**src/logic/copper_pkg.sv**
```systemverilog
/*
 * copper package
 * widths, opcodes, host address map and the two decode views of one
 * 32-bit copper instruction (high word in even bank, low word in odd bank)
 */

package copper_pkg;

    // one program memory word, also the APB data width
    typedef logic [15:0] word_t;

    // bank address width, 512 entries per bank
    localparam int COP_AWIDTH = 9;
    // video register address width
    localparam int REG_AWIDTH = 14;
    // width of each beam coordinate
    localparam int BEAM_WIDTH = 10;
    // APB byte address width
    localparam int APB_AWIDTH = 12;

    // opcode sits in bits 1:0 of the low word
    // 2'b00 is reserved and skipped as a no-op
    typedef enum logic [1:0] {
        COP_NOP  = 2'b00,
        COP_MOVE = 2'b01,
        COP_WAIT = 2'b10,
        COP_END  = 2'b11
    } cop_op_e;

    // move view: data word, register address, opcode
    typedef struct packed {
        word_t                 data;
        logic [REG_AWIDTH-1:0] reg_addr;
        cop_op_e               op;
    } cop_move_t;

    // wait view: target beam position, spare bits, opcode
    typedef struct packed {
        logic [BEAM_WIDTH-1:0]   v_pos;
        logic [BEAM_WIDTH-1:0]   h_pos;
        logic [29-2*BEAM_WIDTH:0] rsvd;
        cop_op_e                 op;
    } cop_wait_t;

    // one instruction word as {even bank, odd bank}
    typedef union packed {
        cop_move_t move_view;
        cop_wait_t wait_view;
    } cop_instr_u;

    // fill values so an untouched entry decodes as END
    localparam word_t END_WORD_EVEN = 16'h0000;
    localparam word_t END_WORD_ODD  = 16'h0003;

    // address map: bit 11 low selects program memory, bit 1 picks the half
    localparam int MEM_SEL_BIT  = 11;
    localparam int HALF_SEL_BIT = 1;
    localparam logic [APB_AWIDTH-1:0] CTRL_ADDR   = 12'h800;
    localparam logic [APB_AWIDTH-1:0] STATUS_ADDR = 12'h804;

endpackage

```
**src/logic/copper_mem_if.sv**
```systemverilog
/*
 * copper memory link
 * joins one program bank to the APB writer and the engine reader
 */

`timescale 1ns/1ps

interface copper_mem_if;

    // write side, one strobe per committed word
    logic                              wr_en;
    logic [copper_pkg::COP_AWIDTH-1:0] wr_addr;
    copper_pkg::word_t                 wr_data;

    // read side, data follows the address by one cycle
    logic [copper_pkg::COP_AWIDTH-1:0] rd_addr;
    copper_pkg::word_t                 rd_data;

    // host block drives writes
    modport writer (
        output wr_en,
        output wr_addr,
        output wr_data
    );

    // engine presents an address and takes the word back
    modport reader (
        output rd_addr,
        input  rd_data
    );

    // memory side
    modport bank (
        input  wr_en,
        input  wr_addr,
        input  wr_data,
        input  rd_addr,
        output rd_data
    );

endinterface

```
**src/logic/copper_host_apb.sv**
```systemverilog
/*
 * copper APB host port
 * APB slave with one wait state, routes word writes to the even or odd
 * bank, holds the enable bit and returns control and status
 */

`timescale 1ns/1ps

module copper_host_apb (
    input  logic                              clk,
    input  logic                              reset_i,
    input  logic                              psel_i,
    input  logic                              penable_i,
    input  logic                              pwrite_i,
    input  logic [copper_pkg::APB_AWIDTH-1:0] paddr_i,
    input  copper_pkg::word_t                 pwdata_i,
    output copper_pkg::word_t                 prdata_o,
    output logic                              pready_o,
    output logic                              pslverr_o,
    input  logic                              running_i,
    input  logic [copper_pkg::COP_AWIDTH-1:0] pc_i,
    output logic                              enable_o,
    copper_mem_if.writer                      even_mem,
    copper_mem_if.writer                      odd_mem
);

    logic                              access_first;
    logic                              access_last;
    logic                              mem_hit;
    logic                              ctrl_hit;
    logic                              status_hit;
    logic                              addr_err;
    copper_pkg::word_t                 rd_word;
    logic [1:0]                        wr_en_q;
    logic [copper_pkg::COP_AWIDTH-1:0] wr_addr_q;
    copper_pkg::word_t                 wr_data_q;
    logic                              enable_q;

    // first access cycle, pready still low
    assign access_first = psel_i && penable_i && !pready_o;
    // second access cycle, transfer completes at its closing edge
    assign access_last  = psel_i && penable_i && pready_o;

    // address decode
    assign mem_hit    = !paddr_i[copper_pkg::MEM_SEL_BIT];
    assign ctrl_hit   = (paddr_i == copper_pkg::CTRL_ADDR);
    assign status_hit = (paddr_i == copper_pkg::STATUS_ADDR);

    // memory is write only, anything outside the map is an error
    assign addr_err = mem_hit ? !pwrite_i : !(ctrl_hit || status_hit);

    // read mux for the register region
    always_comb begin
        rd_word = '0;
        if (ctrl_hit) begin
            rd_word[0] = enable_q;
        end else if (status_hit) begin
            rd_word[0]                        = running_i;
            rd_word[copper_pkg::COP_AWIDTH:1] = pc_i;
        end
    end

    // handshake, strobes and the control register
    always_ff @(posedge clk) begin
        if (reset_i) begin
            pready_o  <= 1'b0;
            pslverr_o <= 1'b0;
            prdata_o  <= '0;
            wr_en_q   <= 2'b00;
            enable_q  <= 1'b0;
        end else begin
            // pready and its companions live for exactly one cycle
            pready_o  <= access_first;
            pslverr_o <= access_first && addr_err;
            prdata_o  <= (access_first && !pwrite_i) ? rd_word : '0;

            // strobe lands in the pready cycle so the bank commits with it
            wr_en_q[0] <= access_first && pwrite_i && mem_hit
                          && !paddr_i[copper_pkg::HALF_SEL_BIT];
            wr_en_q[1] <= access_first && pwrite_i && mem_hit
                          && paddr_i[copper_pkg::HALF_SEL_BIT];

            // control write commits with pready
            if (access_last && pwrite_i && ctrl_hit) begin
                enable_q <= pwdata_i[0];
            end
        end
    end

    // captured word and entry, shared by both banks
    always_ff @(posedge clk) begin
        if (access_first) begin
            wr_addr_q <= paddr_i[copper_pkg::COP_AWIDTH+1:2];
            wr_data_q <= pwdata_i;
        end
    end

    // even bank takes the high word
    assign even_mem.wr_en   = wr_en_q[0];
    assign even_mem.wr_addr = wr_addr_q;
    assign even_mem.wr_data = wr_data_q;

    // odd bank takes the low word
    assign odd_mem.wr_en   = wr_en_q[1];
    assign odd_mem.wr_addr = wr_addr_q;
    assign odd_mem.wr_data = wr_data_q;

    assign enable_o = enable_q;

endmodule

```
**src/flat_wrapper.sv**
```systemverilog
// flat-port wrapper written by rule: the top's interface ports become plain ports
module copper_host_apb_flat 
  (clk, reset_i, psel_i, penable_i, pwrite_i, paddr_i, pwdata_i, prdata_o, pready_o, pslverr_o, running_i, pc_i, enable_o, even_mem_wr_en, even_mem_wr_addr, even_mem_wr_data, odd_mem_wr_en, odd_mem_wr_addr, odd_mem_wr_data);
  copper_mem_if even_mem_i ();
  copper_mem_if odd_mem_i ();
  input  logic clk;
  input  logic reset_i;
  input  logic psel_i;
  input  logic penable_i;
  input  logic pwrite_i;
  input  logic [copper_pkg::APB_AWIDTH-1:0] paddr_i;
  input  copper_pkg::word_t pwdata_i;
  output copper_pkg::word_t prdata_o;
  output logic pready_o;
  output logic pslverr_o;
  input  logic running_i;
  input  logic [copper_pkg::COP_AWIDTH-1:0] pc_i;
  output logic enable_o;
  output wire logic [$bits(even_mem_i.wr_en)-1:0] even_mem_wr_en;
  output wire logic [$bits(even_mem_i.wr_addr)-1:0] even_mem_wr_addr;
  output wire logic [$bits(even_mem_i.wr_data)-1:0] even_mem_wr_data;
  output wire logic [$bits(odd_mem_i.wr_en)-1:0] odd_mem_wr_en;
  output wire logic [$bits(odd_mem_i.wr_addr)-1:0] odd_mem_wr_addr;
  output wire logic [$bits(odd_mem_i.wr_data)-1:0] odd_mem_wr_data;
  assign even_mem_wr_en = even_mem_i.wr_en;
  assign even_mem_wr_addr = even_mem_i.wr_addr;
  assign even_mem_wr_data = even_mem_i.wr_data;
  assign odd_mem_wr_en = odd_mem_i.wr_en;
  assign odd_mem_wr_addr = odd_mem_i.wr_addr;
  assign odd_mem_wr_data = odd_mem_i.wr_data;
  copper_host_apb u_core (.clk(clk), .reset_i(reset_i), .psel_i(psel_i), .penable_i(penable_i), .pwrite_i(pwrite_i), .paddr_i(paddr_i), .pwdata_i(pwdata_i), .prdata_o(prdata_o), .pready_o(pready_o), .pslverr_o(pslverr_o), .running_i(running_i), .pc_i(pc_i), .enable_o(enable_o), .even_mem(even_mem_i), .odd_mem(odd_mem_i));
endmodule
```
**config.mk**
```make
export PLATFORM = sky130hd
export DESIGN_NAME = copper_host_apb_flat
export DESIGN_NICKNAME = d
export VERILOG_FILES = /design/src/logic/copper_pkg.sv /design/src/logic/copper_mem_if.sv /design/src/logic/copper_host_apb.sv /design/src/flat_wrapper.sv
export SDC_FILE = /design/constraint.sdc
export NUM_CORES = 1
export LEC_CHECK = 0
export BUFFER_PORTS_ARGS = -buffer_cell sky130_fd_sc_hd__clkbuf_2
export CORE_ASPECT_RATIO = 0.8
export CORE_UTILIZATION = 42
export DETAILED_ROUTE_END_ITERATION = 6
export PLACE_DENSITY = 0.84
export SETUP_SLACK_MARGIN = 0.3
export SLEW_MARGIN = 20
export SYNTH_ARGS = -nofsm -noshare
export SYNTH_HDL_FRONTEND = slang
export SYNTH_SLANG_ARGS = --single-unit
```
**constraint.sdc**
```tcl
create_clock -name clk -period 2.9 [get_ports clk]
set_clock_uncertainty 0.05 [all_clocks]
set_input_delay 0.435 -clock clk [delete_from_list [all_inputs] [get_ports clk]]
set_output_delay 0.435 -clock clk [all_outputs]
set_load 0.005 [all_outputs]
```
==> results of run 1 <==
layout make-up:
| type | count | area [um2] | area share [%] |
|---|---|---|---|
| clock buffers | 7 | 76.3 | 3.87 |
| clock inverters | 1 | 5.00 | 0.254 |
| multi-input cells | 35 | 244 | 12.4 |
| flip-flops and latches | 40 | 1050 | 53.3 |
| well taps | 42 | 52.6 | 2.66 |
| repair buffers | 108 | 543 | 27.5 |
stage by stage:
step / worst slack [ns] / power, uW / cells / util, %
2_1_floorplan: 0.870 / 687 / 107 / -
3_3_place_gp: 1.04 / 723 / 225 / 54.8
3_5_place_dp: 1.01 / 726 / 225 / 54.8
4_1_cts: 1.29 / 1070 / 233 / 57.2
5_1_grt: 1.25 / 1100 / 233 / 57.2
6_report: 1.30 / 1050 / 233 / 57.2
report_power, final:
| part | leakage, uW | switching (uW) | internal (uW) |
|---|---|---|---|
| clock network | 0.0000422 | 171 | 169 |
| registers | 0.000355 | 7.67 | 624 |
| logic | 0.000551 | 36.1 | 43.5 |
cell families (layout without fill, tap and decap cells):
| group | Yosys count | count (layout) | share of synthesized area, % |
|---|---|---|---|
| AND/OR/NAND/NOR | 27 | 27 | 13.1 |
| flip-flops | 40 | 40 | 69.4 |
| multiplexers | 2 | 2 | 1.40 |
| buffers and inverters | 32 | 116 | 15.9 |
| other | 1 | 6 | 0.248 |
worst max-delay path, delay by kind of cell:
kind,cells,cell delay (ns)
buf+inv,1,0.10
mux,1,0.21
simple gates,3,1.03
registers in the layout, summed over array words and instances (netlist names):
name,count
u_core.even_mem.wr_data,16
u_core.prdata_o,10
u_core.even_mem.wr_addr,9
u_core.wr_en_q,2
u_core.enable_o,1
u_core.pready_o,1
u_core.pslverr_o,1
layer usage:
| layer | GRT usage [%] | wire (um) |
|---|---|---|
| met1 | 15.7 | 988 |
| met2 | 26.1 | 1480 |
| met3 | 4.89 | 200 |
| met4 | 6.12 | 20 |
| met5 | 0 | 0 |
cells in the final DEF (no fill, tap or decap):
cell type	netlist	final
mux2_2	1	1
or4_4	1	1
buf_4	32	1
and3_1	1	1
conb_1	1	6
clkbuf_2	0	107
nor3b_1	1	1
mux2i_1	1	1
dfxtp_1	15	15
nor3b_2	1	1
nor3_1	1	1
nand2_1	2	2
nor4b_1	1	1
clkbuf_8	0	5
edfxtp_1	25	25
and4b_1	1	1
clkinv_2	0	1
nor4_2	1	1
and4_1	2	2
nand2b_1	3	3
and4bb_2	1	1
and2_1	9	9
clkbuf_1	0	2
nor2_2	0	1
nand3b_1	1	1
how the worst min path moves through the flow:
stage,from,cells after the start,to,slack [ns]
2_1_floorplan,u_core.enable_o,2,u_core.enable_o,0.42
3_3_place_gp,u_core.enable_o,2,u_core.enable_o,0.43
3_5_place_dp,u_core.enable_o,2,u_core.enable_o,0.43
4_1_cts,pwdata_i[10],1,u_core.even_mem.wr_data[10],0.26
5_1_grt,pwdata_i[10],1,u_core.even_mem.wr_data[10],0.25
6_report,pwdata_i[10],1,u_core.even_mem.wr_data[10],0.27
==> run metrics, run 1 <==
pin count of the biggest net entering global routing=26; Hold Path Class=input port to flop; Post-DP HPWL=2.22 mm; Final Cycle Share=between 50 and 60%; #FFs+latches synth=40; gate count of the mapped netlist=102; synth top area cells=edfxtp_1 (50%), dfxtp_1 (20%), buf_4 (16%); Die ar.=3850 um2; Core ar.=3450 um2; CP max-delay cell=or4_4; Final Max Tran Viols=0; Tot GR Track Use=approximately 15%; critical path type=input port to flop; Max Clk Rate=624 MHz; crit path launch=paddr_i[1]; leading area contributor after synthesis=edfxtp_1; Final Critical Period=1.60 ns; first-pass GRT wire length=~4.2 mm; TritonCTS clock tree=built; Syn-to-layout area delta=30.2%; DR iter-0 viols=80; Clock Pin Slew Worst Setup and Hold Paths=0.07 ns; predominant post-synthesis flop cell=edfxtp_1; Avg Inst Size Synth=about 15 um2; # DRC=0; Finish-stage setup viols=0; pwr/cell area=approximately 530 nW/um2; routed via count=1,023; Hold Slack=0.270 ns; crit-path max FO=3; RR Endpoint=u_core.prdata_o[4]; vias in the first global route=956; H-Tree Depth=2; fin area=between 1500 and 2000 um2; post-cts resize count=0; post-CTS setup buffers=0; Netlist cell types=21; post-synth top area share=about half; Num CTS Buffers=5; hold buffers post-CTS=0; maximum clock insertion buffer count=2; Worst EP required=slightly above 3 ns; CP arrival=1.77 ns; worst path cell trace=clkbuf_2 -> or4_4 -> nand3b_1 -> nor4_2 -> mux2i_1; R2R Setup Slk=1.43 ns; Top Ports=114; Post-synth EDFFs=25; crit-path max cell delay=0.54 ns; PortBufs=107; Startpoint Class=input port; synthesis warning total=0; Synth top cells by count=buf_4 (32), edfxtp_1 (25), dfxtp_1 (15); share of cells above drive strength 1=between 60% and 70%; Routed wire per std cell=11.5 um; First-pass DRT Iterations=6; # fillers=300; MaxCap Viol Count=0; Leak=around 0.00095 uW; outcome=complete, no violations; Worst-Margin Slew=roughly 0.54 ns; final layout net count=233; Final TNS setup=0 ns; Synth Cell Area=~1500 um2; worst rel slew slack=between 60% and 70%; RSZ-0062 raised after global routing=no; R2R Path Start=u_core.pready_o; Total Wirelength=about 2.7 mm; grt total ovfl=0; Die Span Y=between 50 and 60 um; initial core utilization=roughly 44%; DR vias/cell=roughly 4.4; most frequent cell after synthesis=buf_4; final count of hold timing violations=0; final antenna-violating net count=0; Antenna diodes=0; maximum VDD drop=0.000217 V; Die X=between 60 and 70 um; cell count of the worst reg-to-reg path=4; insertion delay to the later sink of the worst-skew pair=between 0.2 and 0.3 ns; CP Capture Point=u_core.enable_o; CTS Root Cell=clkbuf_8; placer's final routability congestion estimate=between 0.6 and 0.7; Crit. End Element=flop; Post-DP Area=~1900 um2; Async SR Flop Fraction=0%; initial antenna violation count=0; FP Rows=19; clock sink count=40; sequential element share of the synthesized area=a little under 70%
Note: power is estimated with default switching activity, not from simulation.
==> inputs of run 2 (changes only) <==
CORE_UTILIZATION = 39   (was 42)
PLACE_DENSITY = 0.78   (was 0.84)
clock period = 1.65 ns   (was 2.9 ns; I/O delays follow)
==> run metrics, run 2 (same netlist as run 1, synthesis figures left out) <==
CP arrival=1.55 ns (was 1.77 ns); pin count of the biggest net entering global routing=26 (unchanged); Finish-stage setup viols=0 (unchanged); initial core utilization=42.5% (was 43.9%); MaxCap Viol Count=0 (unchanged); clock sink count=40 (unchanged); Tot GR Track Use=13.9% (was 14.5%); Final Critical Period=1.38 ns; Hold Path Class=input port to flop (unchanged); final count of hold timing violations=0 (unchanged); Reg area=1050 um2 (unchanged); multi-input combinational cell area=258 um2 (was 244 um2); Num CTS Buffers=5 (unchanged); grt total ovfl=0 (unchanged); Antenna diodes=0 (unchanged); Routed wire per std cell=11.7 um (was 11.5 um); Max Clk Rate=roughly 730 MHz; DR vias/cell=4.38 (was 4.39); First-pass DRT Iterations=4 (was 6); maximum clock insertion buffer count=2 (unchanged); Finished Layout Cells=236 (was 233); pwr/cell area=921 nW/um2 (was 533 nW/um2); insertion delay to the later sink of the worst-skew pair=0.28 ns (about the same); Final Cycle Share=83.4%; final layout net count=236 (was 233); H-Tree Depth=2 (unchanged); Total Wirelength=2.76 mm (was 2.69 mm); vias in the first global route=970 (was 956); Die X=71.7 um (was 69.1 um); DR iter-0 viols=15 (was 80); Largest register FFs=16 (unchanged); PortBufs=107 (unchanged); Die Span Y=57.7 um (was 55.7 um); Leak=0.000972 uW (was 0.000948 uW); outcome=complete, no violations (unchanged); # fillers=300 (unchanged); hold buffers post-CTS=0 (unchanged); # DRC=0 (unchanged); most common library cell in the layout ignoring fill and taps=clkbuf_2 (unchanged); TritonCTS clock tree=built (unchanged); routed via count=1,034 (was 1,023); Clock Pin Slew Worst Setup and Hold Paths=0.07 ns (about the same); maximum VDD drop=0.000353 V (was 0.000217 V); R2R Path Start=u_core.pready_o (unchanged); Hold Crit Start=pwdata_i[2] (was pwdata_i[10]); placer's final routability congestion estimate=0.685 (was 0.642); final core occ=56.4% (was 57.2%); Placed Cells=228 (was 225); CTS Root Cell=clkbuf_8 (unchanged); RSZ-0062 raised after global routing=yes (was no); Crit. End Element=flop (unchanged); Die ar.=4140 um2 (was 3850 um2); commonest non-fill, non-tap cells in the layout=clkbuf_2 (107), edfxtp_1 (25), dfxtp_1 (15), and2_1 (9), conb_1 (6) (unchanged); final antenna-violating net count=0 (unchanged); crit-path max FO=9 (was 3); critical path type=flop to flop (was input port to flop); Worst EP required=1.83 ns (was 3.06 ns); Syn-to-layout area delta=32.9% (was 30.2%); Top Ports=114 (unchanged); Final Max Tran Viols=0 (unchanged); Core ar.=3570 um2 (was 3450 um2); initial antenna violation count=0 (unchanged); first-pass GRT wire length=4.16 mm (was 4.22 mm); share of cells above drive strength 1=64.4% (was 62.8%); crit path launch=u_core.pready_o (was paddr_i[1]); FP Rows=19 (unchanged); Startpoint Class=flop (was input port)
[run 2: final timing paths]
check / to / slack, ns / cells after the start
worst max-delay path: u_core.prdata_o[8] / 0.27 / 4
worst min register to register: u_core.enable_o / 0.44 / 2
worst max register to register: u_core.prdata_o[8] / 0.27 / 4
worst min-delay path: u_core.even_mem.wr_data[2] / 0.09 / 1
[run 2: critical path, cell delays in order, from the launching register on]
cell and delay (ns):
dfxtp_1 0.31, and4bb_2 0.34, nor3b_4 0.20, and4_4 0.28
and2_1 0.13
[run 2: final cells by class]
cell class              count  area share [%]
flip-flops and latches     40            52.2
clock buffers               6            3.61
clock inverters             2           0.622
well taps                  42            2.61
repair buffers            111            28.1
multi-input cells          35            12.8
[run 2: per-stage QoR]
step           setup TNS [ns]  area, um2  hold slack, ns  setup slack [ns]  total power, uW
6_report                    0       2010          0.0869             0.274             1850
5_1_grt                     0       2010          0.0648             0.204             1950
4_1_cts                     0       2010          0.0797             0.273             1870
3_5_place_dp           -0.150       1920           0.376           -0.0259             1280
3_3_place_gp                0       1920           0.374           0.00588             1280
2_1_floorplan               0       1540           0.273             0.137             1210
[run 2: report_power, final]
group          internal, uW  leakage (uW)  switching, uW
Clock                   295     0.0000412            302
Combinational          80.6      0.000576           67.0
Sequential             1100      0.000355           13.0
[run 2: metal layers]
metal,global-route usage [%],share of wire [%]
met1,13.2,36
met3,3.65,7.4
met2,27.2,55
met4,7.56,1.7
met5,0,0
[run 2: timing repair]
item,4_1_cts,5_1_grt
pin swaps,1,1
buffers inserted,0,0
endpoints found under the setup margin,10,10
gates resized for setup,2,1
