===== config.mk =====
export PLATFORM = sky130hd
export DESIGN_NAME = copper_engine_flat
export DESIGN_NICKNAME = d
export VERILOG_FILES = /design/src/logic/copper_pkg.sv /design/src/logic/copper_mem_if.sv /design/src/logic/copper_engine.sv /design/src/flat_wrapper.sv
export SDC_FILE = /design/constraint.sdc
export NUM_CORES = 1
export LEC_CHECK = 0
export BUFFER_PORTS_ARGS = -buffer_cell sky130_fd_sc_hd__buf_2
export CAP_MARGIN = 20
export CORE_MARGIN = 2
export CORE_UTILIZATION = 23
export DETAILED_ROUTE_END_ITERATION = 6
export SYNTH_ARGS = -nofsm -noshare
export SYNTH_HDL_FRONTEND = slang
export SYNTH_SLANG_ARGS = --single-unit

===== constraint.sdc =====
create_clock -name clk -period 5.7 [get_ports clk]
set_input_delay 0.285 -clock clk [delete_from_list [all_inputs] [get_ports clk]]
set_output_delay 0.285 -clock clk [all_outputs]
set_load 0.05 [all_outputs]

===== src/logic/copper_pkg.sv =====
/*
 * copper package
 * widths, opcodes, host address map and the two decode views of one
 * 32-bit copper instruction (high word in even bank, low word in odd bank)
 */

package copper_pkg;

    // one program memory word, also the APB data width
    typedef logic [15:0] word_t;

    // bank address width, 512 entries per bank
    localparam int COP_AWIDTH = 9;
    // video register address width
    localparam int REG_AWIDTH = 14;
    // width of each beam coordinate
    localparam int BEAM_WIDTH = 10;
    // APB byte address width
    localparam int APB_AWIDTH = 12;

    // opcode sits in bits 1:0 of the low word
    // 2'b00 is reserved and skipped as a no-op
    typedef enum logic [1:0] {
        COP_NOP  = 2'b00,
        COP_MOVE = 2'b01,
        COP_WAIT = 2'b10,
        COP_END  = 2'b11
    } cop_op_e;

    // move view: data word, register address, opcode
    typedef struct packed {
        word_t                 data;
        logic [REG_AWIDTH-1:0] reg_addr;
        cop_op_e               op;
    } cop_move_t;

    // wait view: target beam position, spare bits, opcode
    typedef struct packed {
        logic [BEAM_WIDTH-1:0]   v_pos;
        logic [BEAM_WIDTH-1:0]   h_pos;
        logic [29-2*BEAM_WIDTH:0] rsvd;
        cop_op_e                 op;
    } cop_wait_t;

    // one instruction word as {even bank, odd bank}
    typedef union packed {
        cop_move_t move_view;
        cop_wait_t wait_view;
    } cop_instr_u;

    // fill values so an untouched entry decodes as END
    localparam word_t END_WORD_EVEN = 16'h0000;
    localparam word_t END_WORD_ODD  = 16'h0003;

    // address map: bit 11 low selects program memory, bit 1 picks the half
    localparam int MEM_SEL_BIT  = 11;
    localparam int HALF_SEL_BIT = 1;
    localparam logic [APB_AWIDTH-1:0] CTRL_ADDR   = 12'h800;
    localparam logic [APB_AWIDTH-1:0] STATUS_ADDR = 12'h804;

endpackage


===== src/logic/copper_mem_if.sv =====
/*
 * copper memory link
 * joins one program bank to the APB writer and the engine reader
 */

`timescale 1ns/1ps

interface copper_mem_if;

    // write side, one strobe per committed word
    logic                              wr_en;
    logic [copper_pkg::COP_AWIDTH-1:0] wr_addr;
    copper_pkg::word_t                 wr_data;

    // read side, data follows the address by one cycle
    logic [copper_pkg::COP_AWIDTH-1:0] rd_addr;
    copper_pkg::word_t                 rd_data;

    // host block drives writes
    modport writer (
        output wr_en,
        output wr_addr,
        output wr_data
    );

    // engine presents an address and takes the word back
    modport reader (
        output rd_addr,
        input  rd_data
    );

    // memory side
    modport bank (
        input  wr_en,
        input  wr_addr,
        input  wr_data,
        input  rd_addr,
        output rd_data
    );

endinterface


===== src/logic/copper_engine.sv =====
/*
 * copper engine
 * fetches 32-bit instructions from both banks, issues register writes,
 * waits on the beam and halts on END until the next frame start
 */

`timescale 1ns/1ps

module copper_engine (
    input  logic                              clk,
    input  logic                              reset_i,
    input  logic                              enable_i,
    input  logic [copper_pkg::BEAM_WIDTH-1:0] h_pos_i,
    input  logic [copper_pkg::BEAM_WIDTH-1:0] v_pos_i,
    copper_mem_if.reader                      even_mem,
    copper_mem_if.reader                      odd_mem,
    output logic                              running_o,
    output logic [copper_pkg::COP_AWIDTH-1:0] pc_o,
    output logic                              reg_wr_o,
    output logic [copper_pkg::REG_AWIDTH-1:0] reg_addr_o,
    output copper_pkg::word_t                 reg_data_o
);

    // IDLE after reset, END or disable
    // FETCH puts the pc on the banks, EXEC sees the returned word
    typedef enum logic [1:0] {
        ST_IDLE,
        ST_FETCH,
        ST_EXEC,
        ST_WAIT
    } state_e;

    state_e                            state_q;
    logic [copper_pkg::COP_AWIDTH-1:0] pc_q;
    copper_pkg::cop_instr_u            instr;
    logic [copper_pkg::BEAM_WIDTH-1:0] wait_v_q;
    logic [copper_pkg::BEAM_WIDTH-1:0] wait_h_q;
    logic                              frame_start;
    logic                              beam_past;
    logic                              exec_move;
    logic                              exec_wait;

    // both banks read the same entry
    assign even_mem.rd_addr = pc_q;
    assign odd_mem.rd_addr  = pc_q;

    // high word from the even bank, low word from the odd bank
    assign instr = {even_mem.rd_data, odd_mem.rd_data};

    // opcode bits are shared by both views
    assign exec_move = (state_q == ST_EXEC)
                       && (instr.move_view.op == copper_pkg::COP_MOVE);
    assign exec_wait = (state_q == ST_EXEC)
                       && (instr.move_view.op == copper_pkg::COP_WAIT);

    // first pixel of a frame
    assign frame_start = enable_i && (h_pos_i == '0) && (v_pos_i == '0);

    // beam is on a later line, or on the target line at or past the column
    assign beam_past = (v_pos_i > wait_v_q)
                       || ((v_pos_i == wait_v_q) && (h_pos_i >= wait_h_q));

    // sequencer
    always_ff @(posedge clk) begin
        if (reset_i) begin
            state_q  <= ST_IDLE;
            pc_q     <= '0;
            reg_wr_o <= 1'b0;
        end else begin
            // write pulse is one cycle wide
            reg_wr_o <= 1'b0;
            if (!enable_i) begin
                state_q <= ST_IDLE;
            end else if (frame_start) begin
                // restart wins over whatever is in flight
                pc_q    <= '0;
                state_q <= ST_FETCH;
            end else begin
                case (state_q)
                    ST_FETCH: begin
                        state_q <= ST_EXEC;
                    end
                    ST_EXEC: begin
                        case (instr.move_view.op)
                            copper_pkg::COP_MOVE: begin
                                reg_wr_o <= 1'b1;
                                pc_q     <= pc_q + 1'b1;
                                state_q  <= ST_FETCH;
                            end
                            copper_pkg::COP_WAIT: begin
                                state_q <= ST_WAIT;
                            end
                            copper_pkg::COP_END: begin
                                state_q <= ST_IDLE;
                            end
                            default: begin
                                // reserved opcode, step over it
                                pc_q    <= pc_q + 1'b1;
                                state_q <= ST_FETCH;
                            end
                        endcase
                    end
                    ST_WAIT: begin
                        if (beam_past) begin
                            pc_q    <= pc_q + 1'b1;
                            state_q <= ST_FETCH;
                        end
                    end
                    default: begin
                        // idle until the next frame start
                        state_q <= ST_IDLE;
                    end
                endcase
            end
        end
    end

    // register write payload, qualified by reg_wr_o
    always_ff @(posedge clk) begin
        if (exec_move) begin
            reg_addr_o <= instr.move_view.reg_addr;
            reg_data_o <= instr.move_view.data;
        end
    end

    // wait target, held so a host rewrite cannot move it
    always_ff @(posedge clk) begin
        if (exec_wait) begin
            wait_v_q <= instr.wait_view.v_pos;
            wait_h_q <= instr.wait_view.h_pos;
        end
    end

    assign running_o = (state_q != ST_IDLE);
    assign pc_o      = pc_q;

endmodule


===== src/flat_wrapper.sv =====
// flat-port wrapper written by rule: the top's interface ports become plain ports
module copper_engine_flat 
  (clk, reset_i, enable_i, h_pos_i, v_pos_i, running_o, pc_o, reg_wr_o, reg_addr_o, reg_data_o, even_mem_rd_addr, even_mem_rd_data, odd_mem_rd_addr, odd_mem_rd_data);
  copper_mem_if even_mem_i ();
  copper_mem_if odd_mem_i ();
  input  logic clk;
  input  logic reset_i;
  input  logic enable_i;
  input  logic [copper_pkg::BEAM_WIDTH-1:0] h_pos_i;
  input  logic [copper_pkg::BEAM_WIDTH-1:0] v_pos_i;
  output logic running_o;
  output logic [copper_pkg::COP_AWIDTH-1:0] pc_o;
  output logic reg_wr_o;
  output logic [copper_pkg::REG_AWIDTH-1:0] reg_addr_o;
  output copper_pkg::word_t reg_data_o;
  output wire logic [$bits(even_mem_i.rd_addr)-1:0] even_mem_rd_addr;
  input wire logic [$bits(even_mem_i.rd_data)-1:0] even_mem_rd_data;
  output wire logic [$bits(odd_mem_i.rd_addr)-1:0] odd_mem_rd_addr;
  input wire logic [$bits(odd_mem_i.rd_data)-1:0] odd_mem_rd_data;
  assign even_mem_rd_addr = even_mem_i.rd_addr;
  assign even_mem_i.rd_data = even_mem_rd_data;
  assign odd_mem_rd_addr = odd_mem_i.rd_addr;
  assign odd_mem_i.rd_data = odd_mem_rd_data;
  copper_engine u_core (.clk(clk), .reset_i(reset_i), .enable_i(enable_i), .h_pos_i(h_pos_i), .v_pos_i(v_pos_i), .even_mem(even_mem_i), .odd_mem(odd_mem_i), .running_o(running_o), .pc_o(pc_o), .reg_wr_o(reg_wr_o), .reg_addr_o(reg_addr_o), .reg_data_o(reg_data_o));
endmodule

==> summary.txt, run 1 <==
Clock tree
  – Clk sinks: 62
  – Post_cts resized: 0
  – Buffer cell driving the clock tree root: clkbuf_16
  – CTS Hold Buffers Added: 0
  – Clock Latency Late Sink: 330 ps
  – Setup Buffers After CTS: 0
  – Clock tree from TritonCTS: yes
  – Inserted Clock Buffers: 9
  – Number of H-tree branching levels: 3
  – Deepest clock path buffer count: 2
  – Worst-path clk slew: 50 ps

Synthesis
  – Number of flops mapped to enable cells by yosys: 50
  – Synth Area per Inst: 13.2 um2
  – Most used flip-flop cell after synthesis: edfxtp_1
  – Leading cell types by total area after synthesis: edfxtp_1 53%, ha_1 9.3%, dfxtp_1 8.5%
  – Syn Inst Count: 214
  – Proportion of register bits with asynchronous set or reset after synthesis: 0
  – Yosys warnings: 0
  – Sequential cell area fraction in the yosys report: 0.618
  – Synthesized area: 2820 um2
  – Commonest cells in the synthesized netlist: 50 x edfxtp_1, 21 x ha_1, 21 x inv_1, 19 x buf_4, 14 x a21oi_1
  – Post-synth net total: 290
  – Flip-flop and latch count after synthesis: 62
  – Yosys top cell area share: 0.533
  – Number of distinct library cells after synthesis: 38
  – Post-synth top area cell: edfxtp_1
  – Top-count cell post-synth: edfxtp_1

Worst setup path
  – Critical Path Fanout Max: 15
  – Worst Setup Start Kind: register
  – Slowest cell on the critical path: o32ai_2
  – Sequence of cells on the critical path: inv_1 -> ha_1 -> nand4_1 -> nor3_1 -> o311ai_1 -> o32ai_2 -> or4_1 -> a21oi_1
  – Logic depth of the worst path, buffers included: 8
  – Critical path data arrival time: 2660 ps
  – Endpoint type of the worst setup path: register
  – Critical path's top delay family: compound AO/OA/AOI/OAI gates
  – Termination of the worst setup path: u_core.even_mem.rd_addr[6]
  – Setup slack on the worst flop-to-flop path: 3250 ps
  – Worst Setup Path Type: register to register
  – FF-to-FF path depth: 8
  – End of the worst register-to-register path: u_core.even_mem.rd_addr[6]
  – Count of buffer and inverter cells on the critical path: 1
  – Crit path required time: 5910 ps
  – Start point of the critical path: u_core.wait_v_q[9]
  – Worst R2R Start: u_core.wait_v_q[9]
  – Delay of the slowest critical-path stage: 750 ps

STA
  – Endpoints failing hold: 0
  – Slew margin rel.: 0.419
  – Final clock period utilization by the worst path: 0.430
  – Maximum frequency from static timing analysis: 0.408 GHz
  – Worst-Margin Slew: 872 ps
  – Final number of setup-violating endpoints: 0
  – Final worst path period need: 2450 ps
  – Number of pins exceeding their max-slew limit in the final report: 0
  – Unrepaired setup endpoints after global routing: false
  – Post-route setup TNS: 0 ps
  – Worst Skew: 4.91 ps
  – Minimum setup slack in the final design: 3250 ps

Cells and area
  – Post-synthesis to final-layout area growth: 33.6%
  – Post-layout net count: 395
  – Number of inserted filler cells in the final layout: 1,214
  – Fin cells: 472
  – Proportion of layout cells with a drive suffix above 1: 0.429

Detailed routing
  – Average wire per cell in the routed design: 13.8 um
  – Routed via count divided by cell count: 4.39
  – Vias post-DR: 2,074
  – Number of optimization iterations in the first detailed-route pass: 4
  – Final Routed Wirelength: 6.51 mm
  – Total DRC errors in the routed layout: 0
  – Number of antenna-violating nets in the routed design: 0
  – 1st-iter DRT viols: 81

Floorplanning
  – Area of the die: 13,100 um2
  – Floorplan core area: 12,000 um2
  – Overall die height: 115 um
  – Initial core utilization: 0.235
  – I/O pin total: 114
  – X dimension of the die: 115 um
  – Floorplan row count: 40

Worst hold path
  – Hold crit path type: input pin to register
  – Number of cells traversed by the worst hold path: 1

Power and ir drop
  – Leakage component of the power: 1.63 nW
  – Ratio of total power to cell area: 295 nW/um2
  – Maximum VDD drop: 0.158 mV

GRT
  – Overall routing resource usage: 0.104
  – Overall overflow remaining after global route: 0
  – Maximum number of pins on one net before global-route repair: 32
  – Vias in the first global route: 2,034
  – Global-route wire length before repair: 10.1 mm
  – Number of antenna violations at the first check in global routing: 0

Placement
  – Worst setup slack after placement: 3160 ps
  – Buffers on Ports: 113
  – GP Congestion: 0.737
  – Placed insts: 455
  – HPWL after DPL: 5.07 mm

Job
  – Max-cap viol count: 0

Run status
  – Run status: finished, final reports clean
[power by group]
| part | leakage [nW] | internal (mW) | switching, mW | total, mW |
|---|---|---|---|---|
| clock | 0.150 | 0.383 | 0.197 | 0.580 |
| combinational | 0.937 | 0.0216 | 0.0209 | 0.0424 |
| sequential | 0.546 | 0.488 | 0.00000000694 | 0.488 |
[metrics by stage]
| stage | util | area [um2] | hold WS [ps] | total power, mW |
|---|---|---|---|---|
| finish | 0.315 | 3760 | 129 | 1.11 |
| CTS | 0.314 | 3760 | 111 | 1.13 |
| floorplan | - | 2820 | 361 | 0.512 |
| global placement | 0.288 | 3440 | 462 | 0.540 |
| detailed placement | 0.288 | 3440 | 464 | 0.541 |
| global route | 0.314 | 3760 | 115 | 1.15 |
[worst min path at each step]
stage,endpoint,start,slack [ps]
2_1_floorplan,u_core.state_q[0],reset_i,360
3_3_place_gp,u_core.reg_addr_o[5],odd_mem_rd_data[7],460
3_5_place_dp,u_core.reg_addr_o[7],odd_mem_rd_data[9],460
4_1_cts,u_core.reg_addr_o[7],odd_mem_rd_data[9],110
5_1_grt,u_core.reg_addr_o[6],odd_mem_rd_data[8],110
6_report,u_core.reg_addr_o[7],odd_mem_rd_data[9],130
[flip-flops by register name (all words and copies together), names as in the netlist]
signal                   count
u_core.wait_h_q             10
u_core.wait_v_q             10
u_core.even_mem.rd_addr      9
u_core.reg_addr_o           14
u_core.reg_wr_o              1
u_core.state_q               2
u_core.reg_data_o           16
[logic make-up after synthesis]
| family | after synthesis | share of synthesized area |
|---|---|---|
| compound gates | 32 | 0.0773 |
| fa+ha+maj | 21 | 0.0933 |
| buf+inv | 42 | 0.0853 |
| flops | 62 | 0.618 |
| mux | 2 | 0.00711 |
| simple gates | 55 | 0.119 |
[final cells by class]
class	instances	area, um2	area share
tap	147	184	0.0489
clock buffer	9	225	0.0598
multi-input combinational	110	855	0.227
sequential	62	1740	0.463
timing repair buffer	115	581	0.154
antenna	1	2.50	0.000665
inverter	21	78.8	0.0209
clock inverter	7	96.3	0.0256
[layout by cell type (no fill, tap or decap), drive strengths merged, types with 2 or more instances in the layout]
cell type and count:
buf 115, edfxtp 50, inv 22, ha 21, a21oi 14, dfxtp 12
clkbuf 9, nand2 8, nand4 7, or4 6, o31ai 5, or2 4
nand3 4, nor4 4, nand2b 3, a21o 3, nor3 3, nor2 3
o21ai 3, and3 3, nor2b 2, mux2i 2, clkinvlp 2, bufinv 2
nor3b 2, clkinv 2
[worst reg2reg max path, stage by stage (launching register included)]
cell      delay (ps)
edfxtp_1         320
inv_1             40
ha_1             280
nand4_1          140
nor3_1           320
o311ai_1         200
o32ai_2          750
or4_1            230
a21oi_1           60
[metal layers]
layer,global-route usage,wire length [um],share of wire,up-vias
met3,0.0355,468,0.072,14
met5,0,0,0,-
met1,0.118,2700,0.41,963
met4,0.0439,107,0.016,0
li1,-,-,-,1001
met2,0.177,3230,0.50,96
(Power assumes the default switching activity.)
==> run 2: changes to the inputs <==
==> constraint.sdc (replaced) <==
create_clock -name clk -period 2 [get_ports clk]
set_input_delay 0.1 -clock clk [delete_from_list [all_inputs] [get_ports clk]]
set_output_delay 0.1 -clock clk [all_outputs]
set_load 0.05 [all_outputs]
==> run 2 against run 1 <==
The flow now finishes with violations (setup timing). Total power rose to 2.9 times the previous value. Clock skew rose by 2.7 ps. Fmax rose by 14%. Largest cell class unchanged. Highest routed layer unchanged.
==> summary.txt, run 2 (synthesis results as in run 1) <==
STA
  – Maximum frequency from static timing analysis: 0.464 GHz (+14%)
  – Final clock period utilization by the worst path: 1.08 (+0.648)
  – Final worst path period need: 2160 ps (-294 ps)
  – Number of pins exceeding their max-slew limit in the final report: 0 (unchanged)
  – Final hold slack: 65.2 ps (-64.0 ps)
  – Unrepaired setup endpoints after global routing: true
  – Slew margin rel.: 0.582 (+0.163)
  – Endpoints failing hold: 0 (unchanged)
  – Worst-Margin Slew: 625 ps (-247 ps)
  – Minimum setup slack in the final design: -156 ps (-3410 ps)
  – Worst Skew: 7.57 ps (+2.66 ps)
  – Post-route setup TNS: -1020 ps (-1020 ps)
  – Final number of setup-violating endpoints: 10 (+10)

Power and ir drop
  – Power consumption: 3.21 mW (+190%)
  – Leakage component of the power: 1.85 nW (+13%)
  – Maximum VDD drop: 0.379 mV (+140%)
  – Ratio of total power to cell area: 742 nW/um2 (+150%)

Detailed routing
  – Final Routed Wirelength: 7.37 mm (+13%)
  – 1st-iter DRT viols: 75 (-7.4%)
  – Routed via count divided by cell count: 4.32 (-1.7%)
  – Vias post-DR: 2,234 (+7.7%)
  – Total DRC errors in the routed layout: 0 (unchanged)
  – Average wire per cell in the routed design: 14.2 um (+3.3%)
  – Number of antenna-violating nets in the routed design: 0 (unchanged)
  – Number of optimization iterations in the first detailed-route pass: 4 (unchanged)

Clock tree
  – Buffer cell driving the clock tree root: clkbuf_16
  – Clock Latency Late Sink: 330 ps (about the same)
  – Clock tree from TritonCTS: yes
  – Inserted Clock Buffers: 9 (unchanged)
  – Deepest clock path buffer count: 2 (unchanged)
  – Clk sinks: 62 (unchanged)
  – Worst-path clk slew: 60 ps (about the same)
  – Number of H-tree branching levels: 3 (unchanged)

Worst setup path
  – Slowest cell on the critical path: edfxtp_1
  – Count of buffer and inverter cells on the critical path: 4 (+3)
  – Sequence of cells on the critical path: inv_2 -> ha_4 -> nand4_1 -> nor3_2 -> buf_4 -> o311ai_4 -> o32ai_2 -> buf_4 -> buf_6 -> o31ai_4 -> a21oi_1
  – Endpoint type of the worst setup path: register
  – Crit path required time: 2250 ps (-3660 ps)
  – Worst Setup Start Kind: register
  – Critical Path Fanout Max: 6 (-9)
  – Critical path's top delay family: compound AO/OA/AOI/OAI gates
  – Critical path data arrival time: 2410 ps (-250 ps)
  – Worst Setup Path Type: register to register
  – Delay of the slowest critical-path stage: 330 ps (-420 ps)
  – Critical Path Most Common Cell: buf_4

Cells and area
  – Proportion of layout cells with a drive suffix above 1: 0.459 (+0.0304)
  – Fin cells: 517 (+9.5%)
  – Final Core Density: 0.361 (+0.0468)
  – Post-layout net count: 441 (+12%)
  – Post-synthesis to final-layout area growth: 53.5%
  – Antenna diode count: 0 (-1)
  – Register with the most flip-flops: u_core.reg_data_o
  – Registers with the highest flip-flop counts: u_core.reg_data_o: 16 flops, u_core.reg_addr_o: 14 flops
  – Area of all placed cells without fillers: 4320 um2 (+15%)
  – Max FFs per register: 16 (unchanged)
  – Commonest cells after routing, fill and taps aside: 113 x buf_2, 50 x edfxtp_1, 31 x dlygate4sd3_1, 18 x inv_1, 16 x ha_1
  – Commonest non-fill, non-tap cell in the layout: buf_2

Placement
  – Total placed instance area: 3540 um2 (+3.0%)
  – Placed insts: 468 (+2.9%)
  – GP Congestion: 0.752 (+2.1%)
  – Buffers on Ports: 113 (unchanged)
  – HPWL after DPL: 5.24 mm (+3.5%)
  – Worst setup slack after placement: -343 ps (-3500 ps)

Floorplanning
  – Area of the die: 13,100 um2 (unchanged)
  – Overall die height: 115 um (unchanged)
  – Floorplan row count: 40 (unchanged)
  – Floorplan core area: 12,000 um2 (unchanged)
  – X dimension of the die: 115 um (unchanged)
  – I/O pin total: 114 (unchanged)
  – Initial core utilization: 0.235 (unchanged)

Worst hold path
  – Hold crit path type: input pin to register

Run status
  – Run status: finished with violations
  – Failing checks: setup timing

GRT
  – Maximum number of pins on one net before global-route repair: 32 (unchanged)
  – Global-route wire length before repair: 11.2 mm (+10%)
  – Vias in the first global route: 2,322 (+14%)
  – Overall overflow remaining after global route: 0 (unchanged)
  – Overall routing resource usage: 0.113 (+0.00907)
  – Number of antenna violations at the first check in global routing: 0 (unchanged)

Job
  – Max-cap viol count: 0 (unchanged)
-- run 2: changes by cell type in the layout (fill, tap and decap cells not counted), moves of 5 or more --
cell | before | now
buf_4 | 2 | 15
ha_4 | 0 | 5
dlygate4sd3_1 | 0 | 31
ha_1 | 21 | 16
-- run 2: routing by layer --
layer,GRT usage,vias up,share of wire
met5,0,-,0
li1,-,1086,-
met2,0.200,81,0.52
met3,0.0365,10,0.061
met1,0.127,1057,0.41
met4,0.0390,0,0.013
-- run 2: worst paths after layout --
kind	endpoint	slack, ps	cells past startpoint	start
hold reg to reg	u_core.even_mem.rd_addr[8]	510	2	u_core.even_mem.rd_addr[8]
setup reg to reg	u_core.even_mem.rd_addr[4]	-160	11	u_core.wait_v_q[9]
setup / recovery	u_core.even_mem.rd_addr[4]	-160	11	u_core.wait_v_q[9]
hold / removal	u_core.state_q[1]	70	2	enable_i
-- run 2: layout make-up --
class,count,area (um2)
inverters,21,78.8
fillers,1171,7640
flip-flops and latches,62,1740
repair buffers,161,1010
clock inverters,7,88.8
multi-input cells,110,993
clock buffers,9,225
well taps,147,184
-- run 2: where the power goes --
group	switching (mW)	leakage (nW)	internal, mW	total (mW)
clock network	0.541	0.150	1.08	1.62
logic	0.0796	1.15	0.115	0.195
registers	0.0000000190	0.546	1.39	1.39
total	0.621	1.85	2.59	3.21
-- run 2: what timing repair did --
item / CTS / global route
resized for setup: 16 / 8
hold endpoints to repair: 51 / 0
endpoints found under the setup margin: 10 / 10
hold buffers: 31 / 0
buffers inserted: 1 / 0
gates cloned: 1 / 0
pin swaps: 17 / 2
==> run 3: changes to the inputs <==
--- a/config.mk
+++ b/config.mk
@@ -10,6 +10,7 @@
 export CORE_MARGIN = 2
 export CORE_UTILIZATION = 23
 export DETAILED_ROUTE_END_ITERATION = 6
+export PLACE_DENSITY_LB_ADDON = 0.3
 export SYNTH_ARGS = -nofsm -noshare
 export SYNTH_HDL_FRONTEND = slang
 export SYNTH_SLANG_ARGS = --single-unit
==> run 3 against run 2 <==
The flow still finishes with violations (setup timing). Register-to-register slack worse by 20 ps. Combinational power is 4% lower. Critical path depth decreased by 3. Critical endpoint is now u_core.even_mem.rd_addr[5]. Largest power group unchanged.
==> summary.txt, run 3 (synthesis results as in run 1) <==
Power and ir drop
  – Ratio of total power to cell area: 718 nW/um2 (-3.2%)
  – Leakage component of the power: 1.84 nW (-0.19%)
  – Power consumption: 3.09 mW (-3.8%)
  – Maximum VDD drop: 0.826 mV (+120%)

Placement
  – Placed insts: 464 (-0.85%)
  – Worst setup slack after placement: -251 ps (+92.4 ps)
  – GP Congestion: 0.766 (+1.9%)
  – HPWL after DPL: 4.94 mm (-5.9%)
  – Buffers on Ports: 113 (unchanged)

Floorplanning
  – X dimension of the die: 115 um (unchanged)
  – Area of the die: 13,100 um2 (unchanged)
  – Initial core utilization: 0.235 (unchanged)
  – Floorplan row count: 40 (unchanged)
  – Overall die height: 115 um (unchanged)
  – I/O pin total: 114 (unchanged)
  – Floorplan core area: 12,000 um2 (unchanged)

Run status
  – Failing checks: setup timing
  – Run status: finished with violations

Worst hold path
  – Hold crit path type: input pin to register

Detailed routing
  – Final Routed Wirelength: 6.93 mm (-6.0%)
  – Vias post-DR: 2,201 (-1.5%)
  – Number of antenna-violating nets in the routed design: 0 (unchanged)
  – Total DRC errors in the routed layout: 0 (unchanged)
  – 1st-iter DRT viols: 81 (+8.0%)
  – Number of optimization iterations in the first detailed-route pass: 4 (unchanged)
  – Average wire per cell in the routed design: 13.4 um (-5.8%)
  – Routed via count divided by cell count: 4.27 (-1.3%)

Cells and area
  – Proportion of layout cells with a drive suffix above 1: 0.463 (+0.00396)
  – Register with the most flip-flops: u_core.reg_data_o
  – Max FFs per register: 16 (unchanged)
  – Antenna diode count: 0 (unchanged)
  – Commonest cells after routing, fill and taps aside: 114 x buf_2, 50 x edfxtp_1, 31 x dlygate4sd3_1, 19 x inv_1, 18 x ha_1
  – Commonest non-fill, non-tap cell in the layout: buf_2
  – Registers with the highest flip-flop counts: u_core.reg_data_o: 16 flops, u_core.reg_addr_o: 14 flops
  – Fin cells: 516 (-0.19%)
  – Post-layout net count: 440 (-0.23%)
  – Post-synthesis to final-layout area growth: 52.6%

Clock tree
  – Clock tree from TritonCTS: yes
  – Worst-path clk slew: 50 ps (about the same)
  – Deepest clock path buffer count: 2 (unchanged)
  – Inserted Clock Buffers: 9 (unchanged)
  – Clock Latency Late Sink: 320 ps (about the same)
  – Buffer cell driving the clock tree root: clkbuf_16
  – Clk sinks: 62 (unchanged)
  – Number of H-tree branching levels: 3 (unchanged)

Job
  – Max-cap viol count: 0 (unchanged)

Worst setup path
  – Sequence of cells on the critical path: ha_1 -> nand2b_1 -> a21o_1 -> a2111o_1 -> buf_4 -> o32a_4 -> and4_1 -> mux2i_1
  – Setup slack on the worst flop-to-flop path: -170 ps (-20 ps)
  – Critical path data arrival time: 2380 ps (-30 ps)
  – Crit path required time: 2210 ps (-40 ps)
  – Count of buffer and inverter cells on the critical path: 1 (-3)
  – Critical path's top delay family: compound AO/OA/AOI/OAI gates
  – Endpoint type of the worst setup path: register
  – Delay of the slowest critical-path stage: 450 ps (+120 ps)
  – Slowest cell on the critical path: a2111o_1
  – Critical Path Fanout Max: 2 (-4)
  – Worst Setup Path Type: register to register
  – Worst Setup Start Kind: register

GRT
  – Maximum number of pins on one net before global-route repair: 22 (-31%)
  – Number of antenna violations at the first check in global routing: 0 (unchanged)
  – Vias in the first global route: 2,205 (-5.0%)
  – Overall routing resource usage: 0.110 (-0.00334)
  – Overall overflow remaining after global route: 0 (unchanged)
  – Global-route wire length before repair: 10.8 mm (-3.7%)

STA
  – Final worst path period need: 2170 ps (+17.6 ps)
  – Final clock period utilization by the worst path: 1.09 (+0.00881)
  – Number of pins exceeding their max-slew limit in the final report: 0 (unchanged)
  – Unrepaired setup endpoints after global routing: true
  – Worst-Margin Slew: 517 ps (-107 ps)
  – Maximum frequency from static timing analysis: 0.460 GHz (-0.81%)
  – Minimum setup slack in the final design: -174 ps (-17.6 ps)
  – Slew margin rel.: 0.654 (+0.0719)
  – Endpoints failing hold: 0 (unchanged)
  – Final number of setup-violating endpoints: 10 (unchanged)
  – Post-route setup TNS: -1150 ps (-126 ps)
  – Worst Skew: 7.83 ps (+0.262 ps)
-- run 3: metal layers --
| layer | wire (um) | up-vias | global-route usage |
|---|---|---|---|
| met5 | 0 | - | 0 |
| met4 | 118 | 0 | 0.0415 |
| met3 | 544 | 11 | 0.0413 |
| met2 | 3390 | 92 | 0.188 |
| met1 | 2880 | 1012 | 0.124 |
| li1 | - | 1086 | - |
-- run 3: path summary, 6_finish.rpt --
check / startpoint / endpoint / cells after the start
worst max register to register: u_core.wait_v_q[0] / u_core.even_mem.rd_addr[5] / 8
worst min-delay path: enable_i / u_core.state_q[1] / 2
worst min register to register: u_core.even_mem.rd_addr[8] / u_core.even_mem.rd_addr[8] / 2
worst max-delay path: u_core.wait_v_q[0] / u_core.even_mem.rd_addr[5] / 8
-- run 3: where the power goes --
part / internal [mW] / switching (mW) / leakage, nW
logic: 0.111 / 0.0759 / 1.16
clock network: 0.959 / 0.550 / 0.134
registers: 1.39 / 0.0000000192 / 0.546
-- run 3: area by class of cell --
| class | instances | area (um2) |
|---|---|---|
| Clock buffer | 10 | 229 |
| Inverter | 21 | 78.8 |
| Tap cell | 147 | 184 |
| Multi-Input combinational cell | 110 | 998 |
| Fill cell | 1148 | 7660 |
| Sequential cell | 62 | 1740 |
| Clock inverter | 6 | 62.6 |
| Timing Repair Buffer | 160 | 1000 |
-- run 3: repair_timing --
item | 4_1_cts | 5_1_grt
hold buffers | 31 | 0
endpoints found under the setup margin | 10 | 10
resized for setup | 18 | 10
buffers inserted | 3 | 1
cloned | 1 | 0
pin swaps | 20 | 7
hold endpoints to repair | 51 | 0
-- run 3: through the flow --
step	hold slack, ps	cell area [um2]	utilization
after floorplan	176	2840	-
after global placement	277	3510	0.294
after detailed placement	278	3510	0.294
after CTS	68.7	4230	0.354
after global routing	85.1	4300	0.359
final	72.5	4300	0.359
